===== src/buffer_pkg.sv =====
// shared widths, sample and mask types, command and stream structs
// and state encodings for the capture buffer
package buffer_pkg;

  // parallel adc channels, one memory bank each
  localparam int CHANNELS = 4;
  localparam int DATA_WIDTH = 16;

  typedef logic [DATA_WIDTH-1:0] sample_t;
  // one bit per channel or bank
  typedef logic [CHANNELS-1:0] chan_mask_t;
  // 0 to CHANNELS inclusive
  typedef logic [$clog2(CHANNELS+1)-1:0] chan_count_t;
  typedef logic [$clog2(CHANNELS)-1:0] bank_sel_t;
  // active channels = 1 << mode, modes 0 to 2
  typedef logic [1:0] bank_mode_t;

  typedef struct packed {
    logic arm;
    logic start;
    logic stop;
  } capture_cmd_t;

  // all channels side by side, valid per channel
  typedef struct packed {
    sample_t [CHANNELS-1:0] data;
    chan_mask_t valid;
  } adc_frame_t;

  typedef struct packed {
    sample_t data;
    logic last;
  } readout_beat_t;

  typedef enum logic [1:0] {
    CAPTURE_IDLE,
    TRIGGER_WAIT,
    SAVE_SAMPLES,
    HOLD_SAMPLES
  } capture_state_e;

  typedef enum logic [1:0] {
    DMA_IDLE,
    DMA_READY,
    DMA_ACTIVE
  } readout_state_e;

endpackage


===== src/sample_mux.sv =====
// input frame register and banking mode data/valid mux that forms
// the bank write enables
`timescale 1ns/1ps
module sample_mux (
  input  logic                                    adc_clk,
  input  buffer_pkg::adc_frame_t                  adc_in,
  input  buffer_pkg::chan_count_t                 active_channels,
  input  buffer_pkg::chan_mask_t                  valid_mask,
  input  logic                                    capture_active,
  output buffer_pkg::chan_mask_t                  write_en_now,
  output buffer_pkg::chan_mask_t                  write_en,
  output buffer_pkg::sample_t [buffer_pkg::CHANNELS-1:0] write_data
);

  localparam int CH = buffer_pkg::CHANNELS;

  // first pipeline stage, input frame
  buffer_pkg::adc_frame_t frame_d;
  // source channel of each bank
  buffer_pkg::bank_sel_t chan_sel [CH];

  always_ff @(posedge adc_clk) begin
    frame_d <= adc_in;
  end

  always_comb begin
    for (int b = 0; b < CH; b++) begin
      // b mod active_channels, active_channels is a power of two
      chan_sel[b] = buffer_pkg::bank_sel_t'(b) &
                    buffer_pkg::bank_sel_t'(active_channels - 1'b1);
      // unregistered enable feeds the address counters
      write_en_now[b] = capture_active && valid_mask[b] && frame_d.valid[chan_sel[b]];
    end
  end

  ////////////////////////////////////////
  // second stage, lines up with the
  // delayed write address
  ////////////////////////////////////////
  always_ff @(posedge adc_clk) begin
    for (int b = 0; b < CH; b++) begin
      write_data[b] <= frame_d.data[chan_sel[b]];
    end
    write_en <= write_en_now;
  end

endmodule


===== config.mk =====
export PLATFORM = sky130hd
export DESIGN_NAME = sample_mux
export DESIGN_NICKNAME = d
export VERILOG_FILES = /design/src/buffer_pkg.sv /design/src/sample_mux.sv
export SDC_FILE = /design/constraint.sdc
export NUM_CORES = 1
export LEC_CHECK = 0
export BUFFER_PORTS_ARGS = -buffer_cell sky130_fd_sc_hd__buf_2
export CAP_MARGIN = 10
export CORE_MARGIN = 2
export CORE_UTILIZATION = 45
export DETAILED_ROUTE_END_ITERATION = 12
export PLACE_DENSITY = 0.75
export REMOVE_ABC_BUFFERS = 1
export SLEW_MARGIN = 20
export SYNTH_ARGS = -nofsm -noshare
export SYNTH_HDL_FRONTEND = slang
export SYNTH_SLANG_ARGS = --single-unit

===== constraint.sdc =====
create_clock -name adc_clk -period 1.9 [get_ports adc_clk]
set_clock_uncertainty 0.2 [all_clocks]
set_input_delay 0.095 -clock adc_clk [delete_from_list [all_inputs] [get_ports adc_clk]]
set_output_delay 0.095 -clock adc_clk [all_outputs]
set_load 0.02 [all_outputs]

# Word level (Yosys, flattened, before mapping)
# Cells that the tools add are included.
# op_classes
n_addsub	1
magnitude_cmp	3
n_mux	12
n_reduce_logical	8
# ops
op	count
$mux 16	5
$bmux 16 s2	1
$logic_and 1x1->1	8
$lt 2x3->1 const B	2
$mux 1	5
$lt 1x3->1 const B	1
$bmux 1 s2	1
$sub 2x1->2 const B	1
# totals
register_bits	136
in_bits	77
out_inout_bits	72
word_cells	34

# Depth between registers and ports, before layout
# depth
ltp_word	4
ltp_mapped	5

# Worst setup path after synthesis
# No wires, ideal clock.
# synth_timing
path_type	input-to-reg
start	input active_channels[0]
end	register write_en[2]
setup_ps	165
arrival_time_ps	1161
required_time_ps	1535
slack_ps	374
cell_stages	4
cell_sequence	buf_6 -> xnor2_4 -> buf_6 -> mux2i_1
# synth_via
elab_chain_len	4
# synth_lines
item	line_no	source
start: declaration	sample_mux.sv:7	input buffer_pkg::chan_count_t active_channels,
$sub 2x1->2	sample_mux.sv:30	buffer_pkg::bank_sel_t'(active_channels - 1'b1);
$mux 1 (not written as such) (2 in series)	sample_mux.sv:32	write_en_now[b] = capture_active && valid_mask[b] && frame_d.valid[chan_sel[b]];
$logic_and 1x1->1	sample_mux.sv:32	
named net write_en_now[2]	sample_mux.sv:10	output buffer_pkg::chan_mask_t write_en_now,
end signal: assignment	sample_mux.sv:44	write_en <= write_en_now;
end: declaration	sample_mux.sv:11	output buffer_pkg::chan_mask_t write_en,
# The timed path passes the listed nets, and every way through them passes these cells. The select of a mux whose other input is x is not followed.

# Worst setup path after layout
# layout_timing
start	register frame_d[2] in the netlist's numbering
end	output write_en_now[3]
# layout_via
elab_chain_len	3
# layout_lines
item	line_no	source
start: declaration	sample_mux.sv:18	buffer_pkg::adc_frame_t frame_d;
start signal: assignment	sample_mux.sv:23	frame_d <= adc_in;
$bmux 1 s2	sample_mux.sv:32	
$mux 1 (not written as such)	sample_mux.sv:32	
$logic_and 1x1->1	sample_mux.sv:32	
end: declaration	sample_mux.sv:10	
# No other way between the ends. The select of a mux whose other input is x is not followed.

==> flow_summary.ini <==
[clocking]
tritoncts.num_buffers = 17
cts_tree = built
ctsRootBufferMaster = sky130_fd_sc_hd__clkbuf_8
clk_transition_reported_paths_ns = 0.06
cts_sinks = 136
buffers_from_clock_root_to_sink_at_most = 2
htree_num_levels = 4
clk-insertion-delay-late_ns = 0.49

[floorplan]
die_area_um2 = 8913
die-height_um = 94.41
die-width_um = 94.41
io_pins = 149
floorplan.initialDensity_pct = 47.12
rows = 32
placeableCoreArea_um2 = 7807

[synthesis]
yosysWarnings = 0
synthTopCellsByArea = sky130_fd_sc_hd__dfxtp_1 (74%), sky130_fd_sc_hd__mux2_2 (7.0%), sky130_fd_sc_hd__mux4_1 (5.7%), sky130_fd_sc_hd__mux4_2 (5.5%), sky130_fd_sc_hd__mux2_4 (3.7%)
netlist_instances = 201
synth_area_per_cell_um2 = 18.30
number_of_register_bits_inferred_by_synthesis = 136
synth-seq-area-share_pct = 74.01
ys_types = 15
synth_area_um2 = 3679
yosysTopAreaCellShare_pct = 74.01
synth_area_leader_cell = sky130_fd_sc_hd__dfxtp_1

[timing]
slew_headroom_pct = 43.25
worst-slew-pin-transition_ns = 0.8512
max_transition_viols_final = 0
final_period_utilization_pct = 98.08
rsz0062_at_grt = yes
timing.fmax_ghz = 0.5366
layout_min_cycle_time_ns = 1.863
setup_violations = 0
hold_viol = 0

[status]
status = complete, no violations

[grt]
grt_pass1_vias = 2724
grt_use_total_pct = 20.22
initial_antenna_violation_count = 0
grt_max_degree = 18
grt_overflow = 0
first_pass_grt_wire_length_mm = 12.97

[setup_path]
worst-setup-path-type = register to output port
worst_setup_path_start_kind = register
critPathCaptureType = output port
critical_path_arrival_ns = 1.57
worst_ep_required_time_ns = 1.60
path_max_fanout = 2

[layout]
n_antenna_cell = 0
number_of_nets_in_the_final_layout = 520
layout.cell_area.non_filler_um2 = 5918
final_layout_size_suffix_gt1_share_pct = 50.00
most_common_cell_after_layout_fill_and_taps_aside = sky130_fd_sc_hd__buf_2
syn_to_final_growth_pct = 60.88
layout_common_cells = sky130_fd_sc_hd__buf_2 (146), sky130_fd_sc_hd__dfxtp_1 (134), sky130_fd_sc_hd__dlygate4sd3_1 (78)

[placed_design]
dp.final_hpwl_mm = 4.890
placed_area_um2 = 4513
numPortBuffers = 147
globalplace.congestion = 0.7329

[detailed_routing]
route.detailed.drc = 0
routed_via_density = 4.435
drtIter0Drc = 45
antenna_violating_nets_left = 0
detail_route.wl_per_cell_um = 15.26
drtPass1Iterations = 4
routed_wirelength_mm = 8.515
num_vias = 2475

[power_and_ir_drop]
netSwitchingPower_mw = 1.614
ir_worst_vdd_uv = 736.0
cell_internal_pwr_mw = 5.491
totalPowerFinal_mw = 7.105
leakage_nw = 2.730
pwr-share-clk_pct = 45.8
powerDensity_nw_per_um2 = 1201
p_comb_share_pct = 10.1
netSwitchingFraction_pct = 22.72
seqPwrFrac_pct = 44.0

[min_path]
worstHoldPathType = primary input to register

[flow_run]
maxCapViolations = 0
==> power by group through the flow <==
| stage | clock (mW) | combinational (mW) | sequential, mW |
|---|---|---|---|
| floorplan | 0 | 0.169 | 3.33 |
| global placement | 0 | 0.577 | 3.18 |
| detailed placement | 0 | 0.585 | 3.18 |
| CTS | 3.31 | 0.716 | 3.13 |
| global route | 3.46 | 0.766 | 3.15 |
| finish | 3.26 | 0.721 | 3.13 |
==> registers in the layout, indices dropped and copies added, names as in the netlist <==
| signal | count |
|---|---|
| frame_d | 68 |
| write_data | 64 |
| write_en | 4 |
==> timing repair <==
item	CTS	global route
pin swaps	1	0
hold endpoints to repair	83	0
gates resized for setup	3	2
setup buffers	1	0
gates cloned	0	0
setup endpoints to repair	1	1
hold buffers	78	0
==> critical path, cell delays in order, from the launching register on <==
cell and delay, ns:
sky130_fd_sc_hd__dfxtp_2 0.31, sky130_fd_sc_hd__mux4_2 0.46, sky130_fd_sc_hd__and3_4 0.18, sky130_fd_sc_hd__buf_6 0.13
==> final cells by class <==
cell class / instances / area, µm²
clock buffers: 19 / 431.7
clock inverters: 13 / 171.4
fillers: 491 / 1889
multi-input cells: 58 / 889.6
flip-flops and latches: 136 / 2725
well taps: 102 / 127.6
repair buffers: 230 / 1573
==> path summary, 6_finish.rpt <==
path              slack (ns)  depth (start not counted)               to          startpoint
hold reg to reg         0.17                          0   write_data[15]         frame_d[19]
setup reg to reg        0.07                          3      write_en[3]          frame_d[2]
hold / removal          0.03                          3   write_data[54]  active_channels[1]
setup / recovery        0.04                          3  write_en_now[3]          frame_d[2]
==> synth_stat cells, drive strengths merged <==
| library cell | number |
|---|---|
| and3 | 2 |
| dfxtp | 136 |
| mux2i | 2 |
| nor2 | 1 |
| buf | 6 |
| mux2 | 32 |
| xnor2 | 1 |
| nand2 | 1 |
| clkbuf | 1 |
| mux4 | 17 |
| nand3 | 2 |
==> kinds of logic (layout without fill, tap and decap cells) <==
family	after synthesis	in the layout	share of synthesized area, %
xor+xnor	1	1	0.7484
buf+inv	7	262	1.939
flops	136	136	74.01
mux	51	51	22.48
simple gates	6	6	0.8161
==> per-layer routing <==
layer | track usage [%] | vias to the layer above | routed length [µm]
li1 | - | 1204 | -
met1 | 19.87 | 1163 | 3116
met2 | 37.80 | 98 | 4711
met3 | 7.662 | 10 | 583
met4 | 8.454 | 0 | 104
met5 | 0 | - | 0
==> stage by stage <==
stage	hold WS [ns]	std cells	setup TNS (ns)	setup slack (ns)	utilization, %
after CTS	0.0004476	558	0	0.007305	75.74
after global routing	0.005009	558	-0.01926	-0.01926	75.80
after global placement	-0.003267	447	0	0.1121	57.80
final	0.02714	558	0	0.03653	75.80
after floorplan	-0.07728	194	0	0.4423	-
after detailed placement	-0.001432	447	0	0.09577	57.80
Power figures use the tool's default switching activity.
