[src/buffer_pkg.sv]
// shared widths, sample and mask types, command and stream structs
// and state encodings for the capture buffer
package buffer_pkg;

  // parallel adc channels, one memory bank each
  localparam int CHANNELS = 4;
  localparam int DATA_WIDTH = 16;

  typedef logic [DATA_WIDTH-1:0] sample_t;
  // one bit per channel or bank
  typedef logic [CHANNELS-1:0] chan_mask_t;
  // 0 to CHANNELS inclusive
  typedef logic [$clog2(CHANNELS+1)-1:0] chan_count_t;
  typedef logic [$clog2(CHANNELS)-1:0] bank_sel_t;
  // active channels = 1 << mode, modes 0 to 2
  typedef logic [1:0] bank_mode_t;

  typedef struct packed {
    logic arm;
    logic start;
    logic stop;
  } capture_cmd_t;

  // all channels side by side, valid per channel
  typedef struct packed {
    sample_t [CHANNELS-1:0] data;
    chan_mask_t valid;
  } adc_frame_t;

  typedef struct packed {
    sample_t data;
    logic last;
  } readout_beat_t;

  typedef enum logic [1:0] {
    CAPTURE_IDLE,
    TRIGGER_WAIT,
    SAVE_SAMPLES,
    HOLD_SAMPLES
  } capture_state_e;

  typedef enum logic [1:0] {
    DMA_IDLE,
    DMA_READY,
    DMA_ACTIVE
  } readout_state_e;

endpackage

[src/bank_write_counter.sv]
// per-bank write address counters, rolling valid mask, full detection
// and the write depth status
`timescale 1ns/1ps
module bank_write_counter #(
  parameter int BUFFER_DEPTH = 256
) (
  input  logic                                                   adc_clk,
  input  logic                                                   adc_reset,
  input  logic                                                   capture_start,
  input  logic                                                   capture_stop,
  input  logic                                                   capture_active,
  input  buffer_pkg::chan_count_t                                active_channels,
  input  buffer_pkg::chan_mask_t                                 write_en,
  input  logic                                                   readout_done,
  output buffer_pkg::chan_mask_t                                 valid_mask,
  output logic [buffer_pkg::CHANNELS-1:0][$clog2(BUFFER_DEPTH)-1:0] write_addr,
  output buffer_pkg::chan_mask_t                                 bank_full,
  output logic                                                   capture_full,
  output logic [buffer_pkg::CHANNELS-1:0][$clog2(BUFFER_DEPTH):0]   write_depth
);

  localparam int ADDR_WIDTH = $clog2(BUFFER_DEPTH);
  localparam int CH = buffer_pkg::CHANNELS;

  // banks whose filling ends the capture, and banks that have filled
  buffer_pkg::chan_mask_t full_mask, full_latch;

  always_comb begin
    for (int b = 0; b < CH; b++) begin
      // top active_channels banks, e.g. 1 channel -> 1000, 2 -> 1100, 4 -> 1111
      full_mask[CH-1-b] = buffer_pkg::chan_count_t'(b) < active_channels;
      // bank takes its last sample this cycle
      bank_full[b] = write_en[b] && (write_addr[b] == ADDR_WIDTH'(BUFFER_DEPTH - 1));
    end
  end

  // goes high in the filling cycle, then held by the latch
  assign capture_full = |(full_mask & (full_latch | bank_full));

  ////////////////////////////////////////
  // rolling valid mask
  ////////////////////////////////////////
  always_ff @(posedge adc_clk) begin
    if (adc_reset) begin
      valid_mask <= '0;
    end else if (capture_start) begin
      // lowest active_channels banks take the first samples
      for (int b = 0; b < CH; b++) begin
        valid_mask[b] <= buffer_pkg::chan_count_t'(b) < active_channels;
      end
    end else if (capture_active) begin
      for (int b = 0; b < CH; b++) begin
        if (bank_full[b]) begin
          valid_mask[b] <= 1'b0;
          // hand over to the bank one channel group further up
          if (valid_mask[b] &&
              (buffer_pkg::chan_count_t'(b) + active_channels <
               buffer_pkg::chan_count_t'(CH))) begin
            valid_mask[buffer_pkg::bank_sel_t'(buffer_pkg::chan_count_t'(b) +
                                                active_channels)] <= 1'b1;
          end
        end
      end
    end
  end

  ////////////////////////////////////////
  // addresses and full latches
  ////////////////////////////////////////
  always_ff @(posedge adc_clk) begin
    if (adc_reset || readout_done) begin
      write_addr <= '0;
      full_latch <= '0;
    end else begin
      for (int b = 0; b < CH; b++) begin
        if (write_en[b]) begin
          write_addr[b] <= write_addr[b] + 1'b1;
        end
        if (bank_full[b]) begin
          full_latch[b] <= 1'b1;
        end
      end
    end
  end

  // next-cycle view, so the value is complete when capture_done fires
  // a full bank wraps its count to 0 and shows as exactly BUFFER_DEPTH
  always_ff @(posedge adc_clk) begin
    for (int b = 0; b < CH; b++) begin
      write_depth[b] <= {full_latch[b] | bank_full[b],
                         write_addr[b] + ADDR_WIDTH'(write_en[b])};
    end
  end

  // a filled bank stays untouched until readout clears it
  assert property (@(posedge adc_clk) disable iff (adc_reset) (write_en & full_latch) == '0);
  // the mux stops issuing writes right after a stop
  assert property (@(posedge adc_clk) disable iff (adc_reset) capture_stop |=> write_en == '0);

endmodule

[config.mk]
export PLATFORM = sky130hd
export DESIGN_NAME = bank_write_counter
export DESIGN_NICKNAME = d
export VERILOG_FILES = /design/src/buffer_pkg.sv /design/src/bank_write_counter.sv
export SDC_FILE = /design/constraint.sdc
export NUM_CORES = 1
export LEC_CHECK = 0
export BUFFER_PORTS_ARGS = -buffer_cell sky130_fd_sc_hd__buf_2
export CAP_MARGIN = 25
export CORE_ASPECT_RATIO = 0.6
export CORE_UTILIZATION = 47
export CTS_BUF_LIST = sky130_fd_sc_hd__clkbuf_8
export CTS_CLUSTER_DIAMETER = 40
export DETAILED_ROUTE_END_ITERATION = 10
export HOLD_SLACK_MARGIN = 0.1
export PLACE_DENSITY = 0.71
export SKIP_LAST_GASP = 1
export SLEW_MARGIN = 20
export SYNTH_ARGS = -nofsm -noshare
export SYNTH_HDL_FRONTEND = slang
export SYNTH_SLANG_ARGS = --single-unit
export TNS_END_PERCENT = 10
[constraint.sdc]
create_clock -name adc_clk -period 3.2 [get_ports adc_clk]
set_clock_uncertainty 0.2 [all_clocks]
set_input_delay 0.16 -clock adc_clk [delete_from_list [all_inputs] [get_ports adc_clk]]
set_output_delay 0.16 -clock adc_clk [all_outputs]
set_load 0.05 [all_outputs]
Yosys cells after proc, flatten, opt, wreduce, memory -nomap -nowiden:

Index checks and enable logic that the tools add are counted.

* shifts and indexed selects: 0
* reduce and logical (&&, ||, !) cells: 15
* add/sub/neg operators: 11
* multipliers: 0
* multiplexer cells: 27
* equal/unequal tests: 4
* bitwise gates (word level): 10
* $lt $le $gt $ge: 16
* div/mod/pow operators: 0

Operators with widths (count)
* $mux W4: 19
* $add A8 B1 Y8: 4
* $add A8 B1 Y8 const B: 4
* $eq A8 B8 Y1 const B: 4
* $or A4 B4 Y4: 4
* $logic_and A1 B1 Y1: 12
* $lt A2 B3 Y1 const B: 4
* $lt A3 B3 Y1 const B: 4
* $demux W1 S2: 4
* $ge A2 B1 Y1 const B: 4
* $add A2 B3 Y3 const A: 2
* $lt A1 B3 Y1 const A: 2
* $lt A2 B3 Y1 const A: 2
* $and A4 B4 Y4: 1
* $mux W1: 4
* $or A1 B1 Y1: 4
* $or A3 B4 Y4: 1
* $reduce_or A4 Y1: 1
* $add A1 B3 Y3 const A: 1
* $reduce_bool A2 Y1: 1
* $logic_or A1 B1 Y1: 1

* ROM bits: 0
* output and inout bits: 77
* bits in writable memories: 0
* memories: 0
* flip-flop bits (word level): 76
* bits in latches: 0
* input bits: 13
* logic and storage cells: 96

Longest topological paths before layout:

* depth in word-level cells: 27
* gate-level depth with buffers: 7
* mapped depth without buffers: 7

Worst setup path after synthesis:

No wires, ideal clock.

* path type: register -> output
* start point: register write_addr[9] (netlist bit)
* end point: output port capture_full
* stages on the path, launching flop included: 6
* arrival: 2.925 ns
* path slack: -0.085 ns
* path through: dfxtp_1 > ha_1 > nand4_2 > nor2_1 > nor2_1 > o221ai_1

* cells in the longest elaborated chain, start to end: 5

RTL lines
* start, declared: line bank_write_counter.sv:16 `output logic [buffer_pkg::CHANNELS-1:0][$clog2(BUFFER_DEPTH)-1:0] write_addr,`
* start signal, assigned by index: line bank_write_counter.sv:77 `write_addr[b] <= write_addr[b] + 1'b1;`
* $eq A8 B8 Y1: line bank_write_counter.sv:33 `bank_full[b] = write_en[b] && (write_addr[b] == ADDR_WIDTH'(BUFFER_DEPTH - 1));`
* $logic_and A1 B1 Y1: line bank_write_counter.sv:33
* net bank_full[1]: line bank_write_counter.sv:17 `output buffer_pkg::chan_mask_t bank_full,`
* $or A4 B4 Y4: line bank_write_counter.sv:38 `assign capture_full = |(full_mask & (full_latch | bank_full));`
* $and A4 B4 Y4: line bank_write_counter.sv:38
* $reduce_or A4 Y1: line bank_write_counter.sv:38
* end, declared: line bank_write_counter.sv:18 `output logic capture_full,`

The timed path passes the listed nets, and every way through them passes these cells.

Worst setup path in the final report:

* start point: register write_addr[25] (netlist bit)
* end point: register valid_mask[2]

* cells in the longest elaborated chain, start to end: 5

RTL lines
* $eq A8 B8 Y1: line bank_write_counter.sv:33
* $logic_and A1 B1 Y1: line bank_write_counter.sv:33
* $mux W4: line bank_write_counter.sv:53 `if (bank_full[b]) begin`
* $mux W4: line bank_write_counter.sv:51 `end else if (capture_active) begin`
* $mux W4: line bank_write_counter.sv:46 `end else if (capture_start) begin`
* end signal, assigned by index: line bank_write_counter.sv:49 `valid_mask[b] <= buffer_pkg::chan_count_t'(b) < active_channels;`
* end, declared: line bank_write_counter.sv:15 `output buffer_pkg::chan_mask_t valid_mask,`

No other way between the ends. The select of a mux whose other input is x is not followed.
A chain may end at the register's enable or synchronous reset.

==> flow_summary.ini <==
[run_status]
status = finished, final reports clean

[floorplanning]
dieArea_um2 = 7100
rows = 22
die_h_um = 65.7
start_util_pct = 50.4
fp.dieW_um = 108
core_um2 = 6300
boundaryPins = 90

[route]
via_per_inst = 5.10
drt_iter0_markers = 106
ant_nets = 0
firstDrtPassIters = 4
route.detailed.wl_per_inst_um = 13.3
wirelength_um = 6740
vias = 2584
drc_errors = 0

[yosys]
synth_top_area_share_pct = 47.9
yosysUniqueCellTypes = 50
synth_top_cell_by_area = dfxtp_1
synthesis.instances = 323
syn_area_um2 = 3180
synth_fp_nets = 350
ys_async_sr_fraction_pct = 0
synth_area_leaders = dfxtp_1 48%, xor2_1 8.3%, ha_1 5.5%
synth-main-ff-cell = dfxtp_1
syn_avg_cell_area_um2 = 9.83
seq_area_frac_synth_pct = 47.9
ys_warn_count = 0
synth-seq-cells = 76
synth-edff-count = 0

[clocking]
htreeDepth = 3
clk_latency_ns = 0.34
postCtsSetupBuffers = 0
clockRootBuffer = clkbuf_8
path_clk_slew_ns = 0.08
numCtsBuffers = 9
cts_sinks = 76
clk_path_buf_depth = 2
cts_tree = done

[layout]
drive_above_1_share_pct = 28.8
layout_common_cells = 88 x buf_2, 76 x dfxtp_1, 43 x nor2_1, 30 x xor2_1, 22 x nand2_1
multi_input_area_um2 = 1550
register_area_um2 = 1520
fin_nets = 446
postLayoutCoreUtil_pct = 62.3
final_common_cell = buf_2
fill_cells = 578
antennaDiodeCount = 0
area_growth_pct = 23.7

[setup_path]
setup.worst_path.end_class = flop
startpoint = write_addr[25]
crit_family = buffers and inverters
crit_required_ns = 3.28
arrival_ns = 3.11
path_cells = ha_1, and3_4, and4_1, and3_4, a31oi_1, dlygate4sd3_1, o21ai_2, dlygate4sd3_1
crit_buf_inv = 2
r2r-start = write_addr[25]
slowest_stage = dlygate4sd3_1
critPathKind = reg -> reg
cp-start-kind = flop
cp_max_fo = 6
cpPeakStageDelay_ns = 0.58

[power]
powerDensity_nw_per_um2 = 467
peakVddDrop_mv = 0.285
leakagePower_uw = 0.00190

[global_route]
grt_max_degree = 37
grtUsageTotal_pct = 20.2
grt_pass1_vias = 2298
grt_first_pass_wirelength_um = 10900
antenna_found_initial = 0
grt_overflow = 0

[worst_hold_path]
hold_path.class = in -> reg
hp-start = active_channels[0]

[placement]
gp_congestion = 0.916
dp_hpwl_um = 4910
portBuffers = 88

[sta]
clock.fmax_ghz = 0.330
slew_headroom_pct = 52.4
fin_hold_ws_ns = 0.163
fin_setup_tns_ns = 0
drv_slew = 0
period_share_pct = 94.6
worst_slew_pin_slew_ns = 0.715
hold_viol = 0
period_needed_ns = 3.03
rsz0062_at_grt = false
setup_viol = 0

[job]
drv_cap = 0
logic make-up after synthesis:
logic type | count (synthesis) | synth area share [%]
AND/OR/NAND/NOR | 126 | 21.4
flip-flops | 76 | 47.9
XOR/XNOR | 44 | 12.1
AO/OA/AOI/OAI | 41 | 8.39
buffers and inverters | 18 | 3.39
adder cells (fa/ha/maj) | 14 | 5.52
multiplexers | 4 | 1.26
worst register-to-register path, cell delays in order (launching register included):
cell	delay, ns
dfxtp_1	0.44
ha_1	0.21
and3_4	0.20
and4_1	0.37
and3_4	0.25
a31oi_1	0.08
dlygate4sd3_1	0.58
o21ai_2	0.10
dlygate4sd3_1	0.54
report_power, final:
group | internal [uW] | switching [uW]
clock | 373 | 328
combinational | 49.9 | 109
sequential | 961 | 12.5
total | 1380 | 449
layout make-up:
| type | count | share of cell area (%) |
|---|---|---|
| clock buffers | 10 | 3.50 |
| clock inverters | 5 | 1.34 |
| inverters | 5 | 0.478 |
| multi-input cells | 229 | 39.5 |
| flip-flops and latches | 76 | 38.7 |
| well taps | 84 | 2.68 |
| repair buffers | 98 | 13.8 |
cells in the mapped netlist (3+ instances only):
cell type and n:
nor2_1 43, or3_1 7, nand3_1 14, inv_1 5
a21oi_1 14, and3_1 5, dfxtp_1 76, ha_1 14
xnor2_1 14, nand4_1 8, buf_6 3, clkbuf_1 4
xor2_1 30, o21ai_0 10, mux2i_1 4, nor2b_1 5
nand2_1 22, and4_1 3, or2_2 3
routing by layer:
layer / global-route usage [%] / routed length, um
met5: 0 / 0
met2: 31.1 / 2880
met3: 7.64 / 502
met4: 4.79 / 53
met1: 26.7 / 3300
final timing paths:
| check | endpoint | slack [ns] | cells past startpoint |
|---|---|---|---|
| max | valid_mask[2] | 0.17 | 8 |
| min | valid_mask[3] | 0.16 | 5 |
| max reg2reg | valid_mask[2] | 0.17 | 8 |
| min reg2reg | write_depth[8] | 0.25 | 1 |
sequential cells by signal, indices dropped and copies added, names as in the netlist:
register,count
full_latch,4
valid_mask,4
write_addr,32
write_depth,36
metrics by stage:
step / setup slack [ns] / total power [uW] / cells / instance area [um^2]
floorplan: 0.182 / 1100 / 323 / 3180
global placement: 1.02 / 1140 / 482 / 3640
detailed placement: 0.971 / 1140 / 482 / 3640
CTS: 0.211 / 1850 / 507 / 3930
global route: 0.0789 / 1910 / 507 / 3930
finish: 0.172 / 1830 / 507 / 3930
timing repair:
item,CTS,global route
resized for setup,0,0
hold buffers,10,0
hold endpoints to repair,22,0
Note: power is estimated with default switching activity, not from simulation.
