--- src/buffer_pkg.sv ---
// shared widths, sample and mask types, command and stream structs
// and state encodings for the capture buffer
package buffer_pkg;

  // parallel adc channels, one memory bank each
  localparam int CHANNELS = 4;
  localparam int DATA_WIDTH = 16;

  typedef logic [DATA_WIDTH-1:0] sample_t;
  // one bit per channel or bank
  typedef logic [CHANNELS-1:0] chan_mask_t;
  // 0 to CHANNELS inclusive
  typedef logic [$clog2(CHANNELS+1)-1:0] chan_count_t;
  typedef logic [$clog2(CHANNELS)-1:0] bank_sel_t;
  // active channels = 1 << mode, modes 0 to 2
  typedef logic [1:0] bank_mode_t;

  typedef struct packed {
    logic arm;
    logic start;
    logic stop;
  } capture_cmd_t;

  // all channels side by side, valid per channel
  typedef struct packed {
    sample_t [CHANNELS-1:0] data;
    chan_mask_t valid;
  } adc_frame_t;

  typedef struct packed {
    sample_t data;
    logic last;
  } readout_beat_t;

  typedef enum logic [1:0] {
    CAPTURE_IDLE,
    TRIGGER_WAIT,
    SAVE_SAMPLES,
    HOLD_SAMPLES
  } capture_state_e;

  typedef enum logic [1:0] {
    DMA_IDLE,
    DMA_READY,
    DMA_ACTIVE
  } readout_state_e;

endpackage

--- src/capture_fsm.sv ---
// capture state machine, banking mode register, start/stop gating
// and the capture done pulse
`timescale 1ns/1ps
module capture_fsm (
  input  logic                     adc_clk,
  input  logic                     adc_reset,
  input  buffer_pkg::capture_cmd_t cmd,
  input  logic                     cmd_valid,
  output logic                     cmd_ready,
  input  buffer_pkg::bank_mode_t   bank_mode,
  input  logic                     bank_mode_valid,
  output logic                     bank_mode_ready,
  input  logic                     capture_hw_start,
  input  logic                     capture_hw_stop,
  input  logic                     capture_full,
  input  logic                     readout_done,
  output logic                     capture_start,
  output logic                     capture_stop,
  output logic                     capture_active,
  output logic                     capture_done,
  output buffer_pkg::chan_count_t  active_channels
);

  buffer_pkg::capture_state_e state;
  buffer_pkg::capture_cmd_t cmd_ok;
  // previous capture_full for the rising edge
  logic full_d;

  // commands are refused while the samples wait for readout
  assign cmd_ready = state != buffer_pkg::HOLD_SAMPLES;
  // mode may only change between captures
  assign bank_mode_ready = state == buffer_pkg::CAPTURE_IDLE;
  // only an accepted command has any effect
  assign cmd_ok = (cmd_valid && cmd_ready) ? cmd : '0;

  // hw start needs arming first and sw start also works straight from idle
  // arm wins over start in idle
  assign capture_start =
    ((state == buffer_pkg::TRIGGER_WAIT) && (capture_hw_start || cmd_ok.start)) ||
    ((state == buffer_pkg::CAPTURE_IDLE) && cmd_ok.start && !cmd_ok.arm);
  assign capture_stop = (state == buffer_pkg::SAVE_SAMPLES) && (capture_hw_stop || cmd_ok.stop);

  ////////////////////////////////////////
  // banking mode
  ////////////////////////////////////////
  always_ff @(posedge adc_clk) begin
    if (adc_reset) begin
      active_channels <= buffer_pkg::chan_count_t'(buffer_pkg::CHANNELS);
    end else if (bank_mode_valid && bank_mode_ready) begin
      active_channels <= buffer_pkg::chan_count_t'(1) << bank_mode;
    end
  end

  ////////////////////////////////////////
  // active flag and done pulse
  ////////////////////////////////////////
  always_ff @(posedge adc_clk) begin
    if (adc_reset) begin
      capture_active <= 1'b0;
      capture_done <= 1'b0;
      full_d <= 1'b0;
    end else begin
      full_d <= capture_full;
      // full already shows in the cycle the last bank fills
      if (capture_start) begin
        capture_active <= 1'b1;
      end else if (capture_stop || capture_full) begin
        capture_active <= 1'b0;
      end
      capture_done <= capture_stop || (capture_full && !full_d);
    end
  end

  always_ff @(posedge adc_clk) begin
    if (adc_reset) begin
      state <= buffer_pkg::CAPTURE_IDLE;
    end else begin
      unique case (state)
        buffer_pkg::CAPTURE_IDLE: begin
          if (cmd_ok.arm) begin
            state <= buffer_pkg::TRIGGER_WAIT;
          end else if (capture_start) begin
            state <= buffer_pkg::SAVE_SAMPLES;
          end
        end
        buffer_pkg::TRIGGER_WAIT: begin
          if (capture_start) begin
            state <= buffer_pkg::SAVE_SAMPLES;
          end
        end
        buffer_pkg::SAVE_SAMPLES: begin
          if (capture_stop || capture_full) begin
            state <= buffer_pkg::HOLD_SAMPLES;
          end
        end
        // hold until every stored sample has been read out
        buffer_pkg::HOLD_SAMPLES: begin
          if (readout_done) begin
            state <= buffer_pkg::CAPTURE_IDLE;
          end
        end
        default: state <= buffer_pkg::CAPTURE_IDLE;
      endcase
    end
  end

  // start only while no capture runs
  assert property (@(posedge adc_clk) disable iff (adc_reset)
    capture_start |-> !capture_active);
  // stop only while a capture runs
  assert property (@(posedge adc_clk) disable iff (adc_reset)
    capture_stop |-> capture_active);

endmodule

--- config.mk ---
export PLATFORM = sky130hd
export DESIGN_NAME = capture_fsm
export DESIGN_NICKNAME = d
export VERILOG_FILES = /design/src/buffer_pkg.sv /design/src/capture_fsm.sv
export SDC_FILE = /design/constraint.sdc
export NUM_CORES = 1
export LEC_CHECK = 0
export BUFFER_PORTS_ARGS = -buffer_cell sky130_fd_sc_hd__buf_4
export CORE_AREA = 2 2 39 41
export CTS_CLUSTER_SIZE = 25
export DETAILED_ROUTE_END_ITERATION = 7
export DIE_AREA = 0 0 41 43
export GPL_ROUTABILITY_DRIVEN = 0
export PLACE_DENSITY_LB_ADDON = 0.12
export SYNTH_ARGS = -nofsm -noshare
export SYNTH_HDL_FRONTEND = slang
export SYNTH_SLANG_ARGS = --single-unit
--- constraint.sdc ---
create_clock -name adc_clk -period 2.45 [get_ports adc_clk]
set_input_delay 0.49 -clock adc_clk [delete_from_list [all_inputs] [get_ports adc_clk]]
set_output_delay 0.49 -clock adc_clk [all_outputs]
set_load 0.02 [all_outputs]
# Word-level counts from Yosys, hierarchy flattened
# Cells that the tools add are included.
# totals
register_bits	8
input_bits	13
output_inout_bits	9
wordCells	37
# op_classes
eq_ne	6
n_reduce_logical	17
shifts	1
mux	8
# ops
cell	count
2-bit two-way mux	4
2-bit case mux with 4 select lines	1
1-bit logical AND	7
1-bit logical OR	5
2-bit equality test, second input constant	2
2-bit inequality test, second input constant	2
3-bit two-way mux	1
1-bit by 2-bit left shift with 3-bit output, first input constant	1
2-bit by 1-bit equality test with 1-bit output, second input constant	1
1-bit logical NOT	2
2-bit logical NOT	1
1-bit two-way mux	2
2-bit by 1-bit inequality test with 1-bit output, second input constant	1
2-bit AND reduction	1
2-bit nonzero test	1

# Depth between registers and ports, before layout
# Gate-level depths: netlist (run 1).
# depth
ltp_word	9
ltp_mapped	5
mapped_depth_nobuf	4

# Worst setup path before layout (run 1)
# No wires, ideal clock.
# synth_timing
path_type	register to output
startpoint	reg state[1]
endpoint	out capture_start
n_path_buf	1
path_slack_ps	944
path_stages_with_launch	5
t_arrival_ps	1016
path_cell_list	dfxtp_1 -> clkbuf_1 -> or2b_1 -> o32a_1 -> inv_1
# synth_via
elab_chain_cells	6
elab_cells_between_ends	11
# synth_rtl
element	line_no	source
start: declaration	capture_fsm.sv:24	buffer_pkg::capture_state_e state;
start signal: assignment	capture_fsm.sv:76	state <= buffer_pkg::CAPTURE_IDLE;
start signal: assignment	capture_fsm.sv:81	state <= buffer_pkg::TRIGGER_WAIT;
start signal: assignment	capture_fsm.sv:83	state <= buffer_pkg::SAVE_SAMPLES;
2-bit inequality test	capture_fsm.sv:30	assign cmd_ready = state != buffer_pkg::HOLD_SAMPLES;
1-bit logical AND	capture_fsm.sv:34	assign cmd_ok = (cmd_valid && cmd_ready) ? cmd : '0;
3-bit two-way mux	capture_fsm.sv:34	
1-bit logical OR (tied with other cells)	capture_fsm.sv:39	((state == buffer_pkg::TRIGGER_WAIT) && (capture_hw_start || cmd_ok.start)) ||
1-bit logical AND, on equally long branches	capture_fsm.sv:39, capture_fsm.sv:40	
1-bit logical OR *	capture_fsm.sv:39	
end: declaration	capture_fsm.sv:17	output logic capture_start,
# Mark *: on every way between the ends. The rest lies on a longest branch, timed or not.

# Worst setup path after layout (run 1)
# layout_timing
startpoint	reg state[0]
endpoint	out capture_start
# Same word-level chain as after synthesis.

==> results.tsv, run 1 <==
stage	metric	value	unit
worst_setup_path	reg2reg_slack	1020	ps
placed_design	dp_slack	763	ps
die	die_area	0.00176	mm²
global_route	grt.total_usage	11.2	%
cts	max-clock-path-buffers	2	
yosys	synth_top_cells_by_area	dfxtp_1, a21oi_1, nand2_1, nor2b_1, buf_6	
routing	via_count	397	
placed_design	place_area	543	µm²
routing	ant_nets	0	
die	fp.dieW	41	µm
min_path	timing.hold.worst.start	active_channels[0]	
global_route	grt_pass1_vias	346	
sta	finalSetupViolCount	0	
sta	skew	0.416	ps
sta	rsz0062_at_grt	no	
routing	vias_per_cell	4.90	
yosys	synth_top_family_by_area	compound AO/OA/AOI/OAI gates	
worst_setup_path	crit_fanout	9	
routing	drc	0	
cts	clock_sinks	8	
yosys	synth-simple-area-share	22.5	%
sta	final_max_slew_viol_count	0	
yosys	yosysSeqAreaShare	41.7	%
cells_and_area	instances_no_fill	81	
yosys	synth_nets	57	
yosys	yosysTopAreaCellShare	41.7	%
worst_setup_path	reg2reg_depth	3	
yosys	synth-seq-cells	8	
cells_and_area	antenna_cells	0	
cts	post_cts_resize_count	0	
sta	hold_viol_final	0	
placed_design	placed_cells	78	
run_status	status	finished clean	
yosys	synth_top_cell_by_area	dfxtp_1	
min_path	min_delay_worst_endpoint	active_channels[0]	
worst_setup_path	r2r-start	state[1]	
cts	cts_tree	done	
routing	routed_wl	817	µm
routing	drtIter0Drc	3	
sta	max_freq	0.549	GHz
job	drv_cap	0	
worst_setup_path	cp-end-kind	output port	
pwr	power.density	606	mW/mm²
cts	postCtsHoldBufs	0	
cells_and_area	layout.nets	80	
sta	final.setup.tns	0	ps
die	placementRows	14	
yosys	syn_inst	44	
worst_setup_path	r2r_end	active_channels[1]	
worst_setup_path	worstPathArrival	1330	ps
placed_design	dp_hpwl	667	µm
cts	clkTransAtPathRegs	50	ps
min_path	holdPathStages	2	
yosys	synthesis.area	384	µm²
pwr	p_leak	0.257	nW
die	die_y	43	µm
cells_and_area	drive_above_1_share	40.0	%
placed_design	port_buffers	21	
die	coreArea	0.00138	mm²
cts	post-cts-setup-buffer-count	0	
cts	cts_root_buffer	clkbuf_4	
sta	maxSlewHeadroom	79.2	%
routing	wl_per_cell	10.1	µm
yosys	synth_xor_area_share	0	%
yosys	synthAdderAreaFrac	0	%
cells_and_area	layout_common_cells	buf_4, dfxtp_1, a21oi_1	
min_path	hold_class	flop to flop	
cts	clk_latency	240	ps
cts	htree_levels	1	
cells_and_area	fill_cells	153	
worst_setup_path	critical_path.startpoint	state[0]	
cells_and_area	mostFrequentLayoutCell	buf_4	
worst_setup_path	start_kind	flop	
cells_and_area	final_cell_area	566	µm²
worst_setup_path	required	1960	ps
global_route	grt_max_degree	12	
sta	post-route-period-util	74.3	%
sta	worst-slew-pin-transition	312	ps
routing	first_pass_iters	3	
global_route	grt_pass1_wl	1300	µm
worst_setup_path	critPathKind	flop to output port	
yosys	synth_mux_area_share	0	%
cts	numCtsBuffers	3	
die	initial_core_util	27.8	%
pwr	peakVddDrop	0.217	mV
yosys	synth_compound_area_share	28.0	%
sta	postLayoutSetupSlackWorst	629	ps
global_route	antenna_found_initial	0	
sta	period_minus_slack	1820	ps
cells_and_area	syn_to_final_growth	47.2	%
cells_and_area	final_util	40.9	%
die	ioPinCount	22	
yosys	yosys_warnings	0	
yosys	syn_area_per_cell	8.73	µm²
global_route	overflow	0	
yosys	ys_types	24	
per-layer routing:
metal | global-route usage [%] | vias to the layer above | share of wire, %
li1 | - | 202 | -
met1 | 13.1 | 178 | 41
met2 | 16.6 | 15 | 48
met3 | 3.14 | 2 | 10
met4 | 8.00 | 0 | 0.61
met5 | 0 | - | 0
report_power, final:
group / internal [mW] / leakage [nW] / switching [mW]
logic: 0.0495 / 0.178 / 0.0438
registers: 0.141 / 0.0660 / 0.0110
clock network: 0.0558 / 0.0138 / 0.0413
state kept, by name, summed over array words and instances (netlist names):
signal	count
active_channels	3
capture_active	1
full_d	1
capture_done	1
state	2
metrics by stage:
stage	power [mW]	hold slack (ps)
2_1_floorplan	0.212	508
3_3_place_gp	0.251	448
3_5_place_dp	0.250	453
4_1_cts	0.352	450
5_1_grt	0.371	449
6_report	0.343	454
worst max path at each step:
stage | endpoint | slack (ps) | cells after the start
4_1_cts | capture_start | 610 | 4
5_1_grt | capture_start | 520 | 4
2_1_floorplan | capture_start | 940 | 4
3_5_place_dp | capture_start | 760 | 5
3_3_place_gp | capture_start | 800 | 5
6_report | capture_start | 630 | 4
critical path, cell delays in order (launching register included):
cell	delay, ps
dfxtp_1	440
or2b_1	250
o32a_1	170
inv_1	80
buf_4	140
cells by family (layout without fill, tap and decap cells):
kind of cell / Yosys count / count (layout)
compound gates: 15 / 15
simple gates: 15 / 15
flops: 8 / 8
buf+inv: 6 / 27
area by class of cell:
cell class	count	area [µm²]	share of cell area, %
multi-input combinational	30	194	34.3
sequential	8	160	28.3
timing repair buffer	21	158	27.9
clock buffer	3	22.5	3.98
tap	16	20.0	3.54
inverter	3	11.3	1.99
cells in the mapped netlist:
| cell type | instances |
|---|---|
| a41o_1 | 1 |
| a2bb2oi_1 | 1 |
| o32ai_1 | 1 |
| nor3b_1 | 1 |
| a21oi_2 | 1 |
| o32a_1 | 1 |
| buf_6 | 1 |
| a21oi_1 | 5 |
| o21a_1 | 1 |
| nand2b_1 | 1 |
| or2b_1 | 1 |
| clkbuf_1 | 2 |
| nor2b_1 | 2 |
| dfxtp_1 | 8 |
| or3b_4 | 1 |
| a31oi_1 | 1 |
| nor2_1 | 3 |
| o22ai_1 | 1 |
| nand2_1 | 4 |
| or3b_1 | 1 |
| or3_1 | 1 |
| o211ai_1 | 1 |
| a211o_1 | 1 |
| inv_1 | 3 |
(Power assumes the default switching activity.)
==> run 2, diff against run 1 <==
Clock period 2.45 ns to 1.48 ns, I/O delays scaled along.
==> run 2 against run 1 <==
Design area is 10% higher. Clock skew grew 4.3 ps. Non-clock buffer count is 6 higher. Global-route usage up 1.1 points. Core utilization rose by 4.2 points. Die area unchanged. Combinational power increased by 110%. Hold slack got worse by 190 ps. Via count up 1.3%. Total power is 76% higher. Register-to-register slack got worse by 960 ps. Critical path type unchanged. Critical endpoint unchanged.
==> results.tsv, run 2 (same netlist as run 1, synthesis figures left out) <==
stage	metric	value	unit
run_status	status	finished clean	
min_path	min_delay_worst_endpoint	state[0]	
die	placementRows	14	
sta	max_freq	0.682	GHz
sta	rsz0062_at_grt	yes	
min_path	holdPathStages	2	
routing	drtIter0Drc	12	
worst_setup_path	r2r_end	active_channels[1]	
pwr	power.density	966	mW/mm²
die	fp.dieW	41	µm
global_route	grt_pass1_vias	379	
die	ioPinCount	22	
global_route	met1_usage	15.4	%
routing	drc	0	
die	initial_core_util	27.8	%
worst_setup_path	reg2reg_depth	4	
sta	postLayoutSetupSlackWorst	13.7	ps
cells_and_area	final_util	45.1	%
routing	via_count	402	
global_route	grt-busiest-layer	met2	
sta	hold_viol_final	0	
worst_setup_path	crit_family	flip-flops	
cts	clk_latency	250	ps
worst_setup_path	required	1180	ps
cells_and_area	fill_cells	147	
routing	vias_per_cell	4.62	
sta	finalSetupViolCount	0	
worst_setup_path	path_cells	or2b_1, o32a_1, inv_2, buf_6	
cts	htree_levels	1	
worst_setup_path	worstPathArrival	1170	ps
global_route	antenna_found_initial	0	
global_route	grt_max_degree	10	
worst_setup_path	critPathKind	flop to output port	
die	die_area	0.00176	mm²
routing	ant_nets	0	
cts	max-clock-path-buffers	2	
die	coreArea	0.00138	mm²
sta	worst-slew-pin-transition	223	ps
cts	clock_sinks	8	
die	die_y	43	µm
global_route	met3_usage	4.71	%
worst_setup_path	start_kind	flop	
routing	wl_per_cell	10.6	µm
global_route	grt.total_usage	12.3	%
worst_setup_path	r2r-start	state[0]	
sta	skew	4.73	ps
cts	numCtsBuffers	3	
cells_and_area	largest_register_ffs	3	
cells_and_area	final_cell_area	624	µm²
sta	post-route-period-util	99.1	%
cts	postCtsHoldBufs	0	
sta	maxSlewHeadroom	85.1	%
placed_design	place_area	566	µm²
cts	cts_root_buffer	clkbuf_4	
worst_setup_path	reg2reg_slack	60	ps
worst_setup_path	cp_num_buf_inv	2	
job	drv_cap	0	
routing	first_pass_iters	2	
cts	cts_tree	done	
cells_and_area	layout.nets	86	
cells_and_area	layout_common_cells	buf_4, dfxtp_1, a21oi_1	
sta	final.setup.tns	0	ps
cells_and_area	mostFrequentLayoutCell	buf_4	
sta	period_minus_slack	1470	ps
sta	final_max_slew_viol_count	0	
routing	routed_wl	919	µm
worst_setup_path	crit_fanout	6	
worst_setup_path	worst_path_max_delay_cell	dfxtp_2	
worst_setup_path	critical_path.max_stage_delay	340	ps
min_path	hold_class	primary input to flop	
placed_design	port_buffers	21	
cells_and_area	drive_above_1_share	50.7	%
global_route	grtUsageMet2	16.9	%
worst_setup_path	cp-end-kind	output port	
min_path	timing.hold.worst.start	readout_done	
placed_design	dp_slack	111	ps
placed_design	dp_hpwl	702	µm
global_route	grt_pass1_wl	1440	µm
cts	clkTransAtPathRegs	50	ps
pwr	p_leak	0.289	nW
global_route	overflow	0	
cells_and_area	syn_to_final_growth	62.5	%
pwr	peakVddDrop	0.494	mV
cells_and_area	largestRegisters	active_channels x3, state x2	
cells_and_area	regMostFlops	active_channels	
cells_and_area	antenna_cells	0	
-- run 2: cell types whose count changed in the layout (fill, tap and decap cells not counted) --
cell / before / now
nand2b_1: 1 / 0
dfxtp_2: 0 / 2
buf_4: 21 / 26
dfxtp_1: 8 / 6
nand2b_4: 0 / 1
inv_2: 0 / 1
buf_6: 0 / 1
inv_1: 3 / 2
-- run 2: how the worst max path moves through the flow --
stage	slack, ps	from	end	depth (start not counted)
6_report	10	state[1]	capture_start	4
4_1_cts	-5	state[1]	capture_start	4
3_3_place_gp	130	bank_mode_valid	active_channels[1]	4
3_5_place_dp	110	bank_mode_valid	active_channels[1]	4
2_1_floorplan	90	state[0]	active_channels[1]	4
5_1_grt	-50	state[1]	capture_start	4
-- run 2: cell type report --
cell class,count,area [µm²],share of cell area (%)
repair buffers,27,206,33.1
flip-flops and latches,8,163,26.1
multi-input cells,30,201,32.3
well taps,16,20.0,3.21
clock buffers,3,22.5,3.61
inverters,3,11.3,1.80
-- run 2: repair_timing --
| item | 4_1_cts | 5_1_grt |
|---|---|---|
| buffers inserted | 2 | 1 |
| gates resized for setup | 4 | 1 |
| setup endpoints to repair | 2 | 3 |
| pin swaps | 0 | 3 |
-- run 2: routing by layer --
| layer | vias up | share of wire [%] | wire, µm |
|---|---|---|---|
| met5 | - | 0 | 0 |
| met4 | 0 | 0 | 0 |
| met3 | 0 | 7.8 | 72 |
| met2 | 15 | 50 | 456 |
| met1 | 177 | 42 | 390 |
| li1 | 210 | - | - |
-- run 2: metrics by stage --
step,instances,hold slack (ps),total power [mW]
CTS,86,252,0.608
finish,87,262,0.603
floorplan,44,416,0.351
detailed placement,81,447,0.426
global placement,81,454,0.426
global route,87,250,0.656
-- run 2: power by group --
| part | switching (mW) | leakage [nW] | internal [mW] |
|---|---|---|---|
| Sequential | 0.0101 | 0.0667 | 0.235 |
| Combinational | 0.0899 | 0.208 | 0.108 |
| Clock | 0.0676 | 0.0138 | 0.0924 |
-- run 2: worst register-to-register path, delay by kind of cell (launching register included) --
kind | cells | cell delay, ps
buf+inv | 1 | 140
simple gates | 2 | 790
compound gates | 1 | 120
flops | 1 | 310
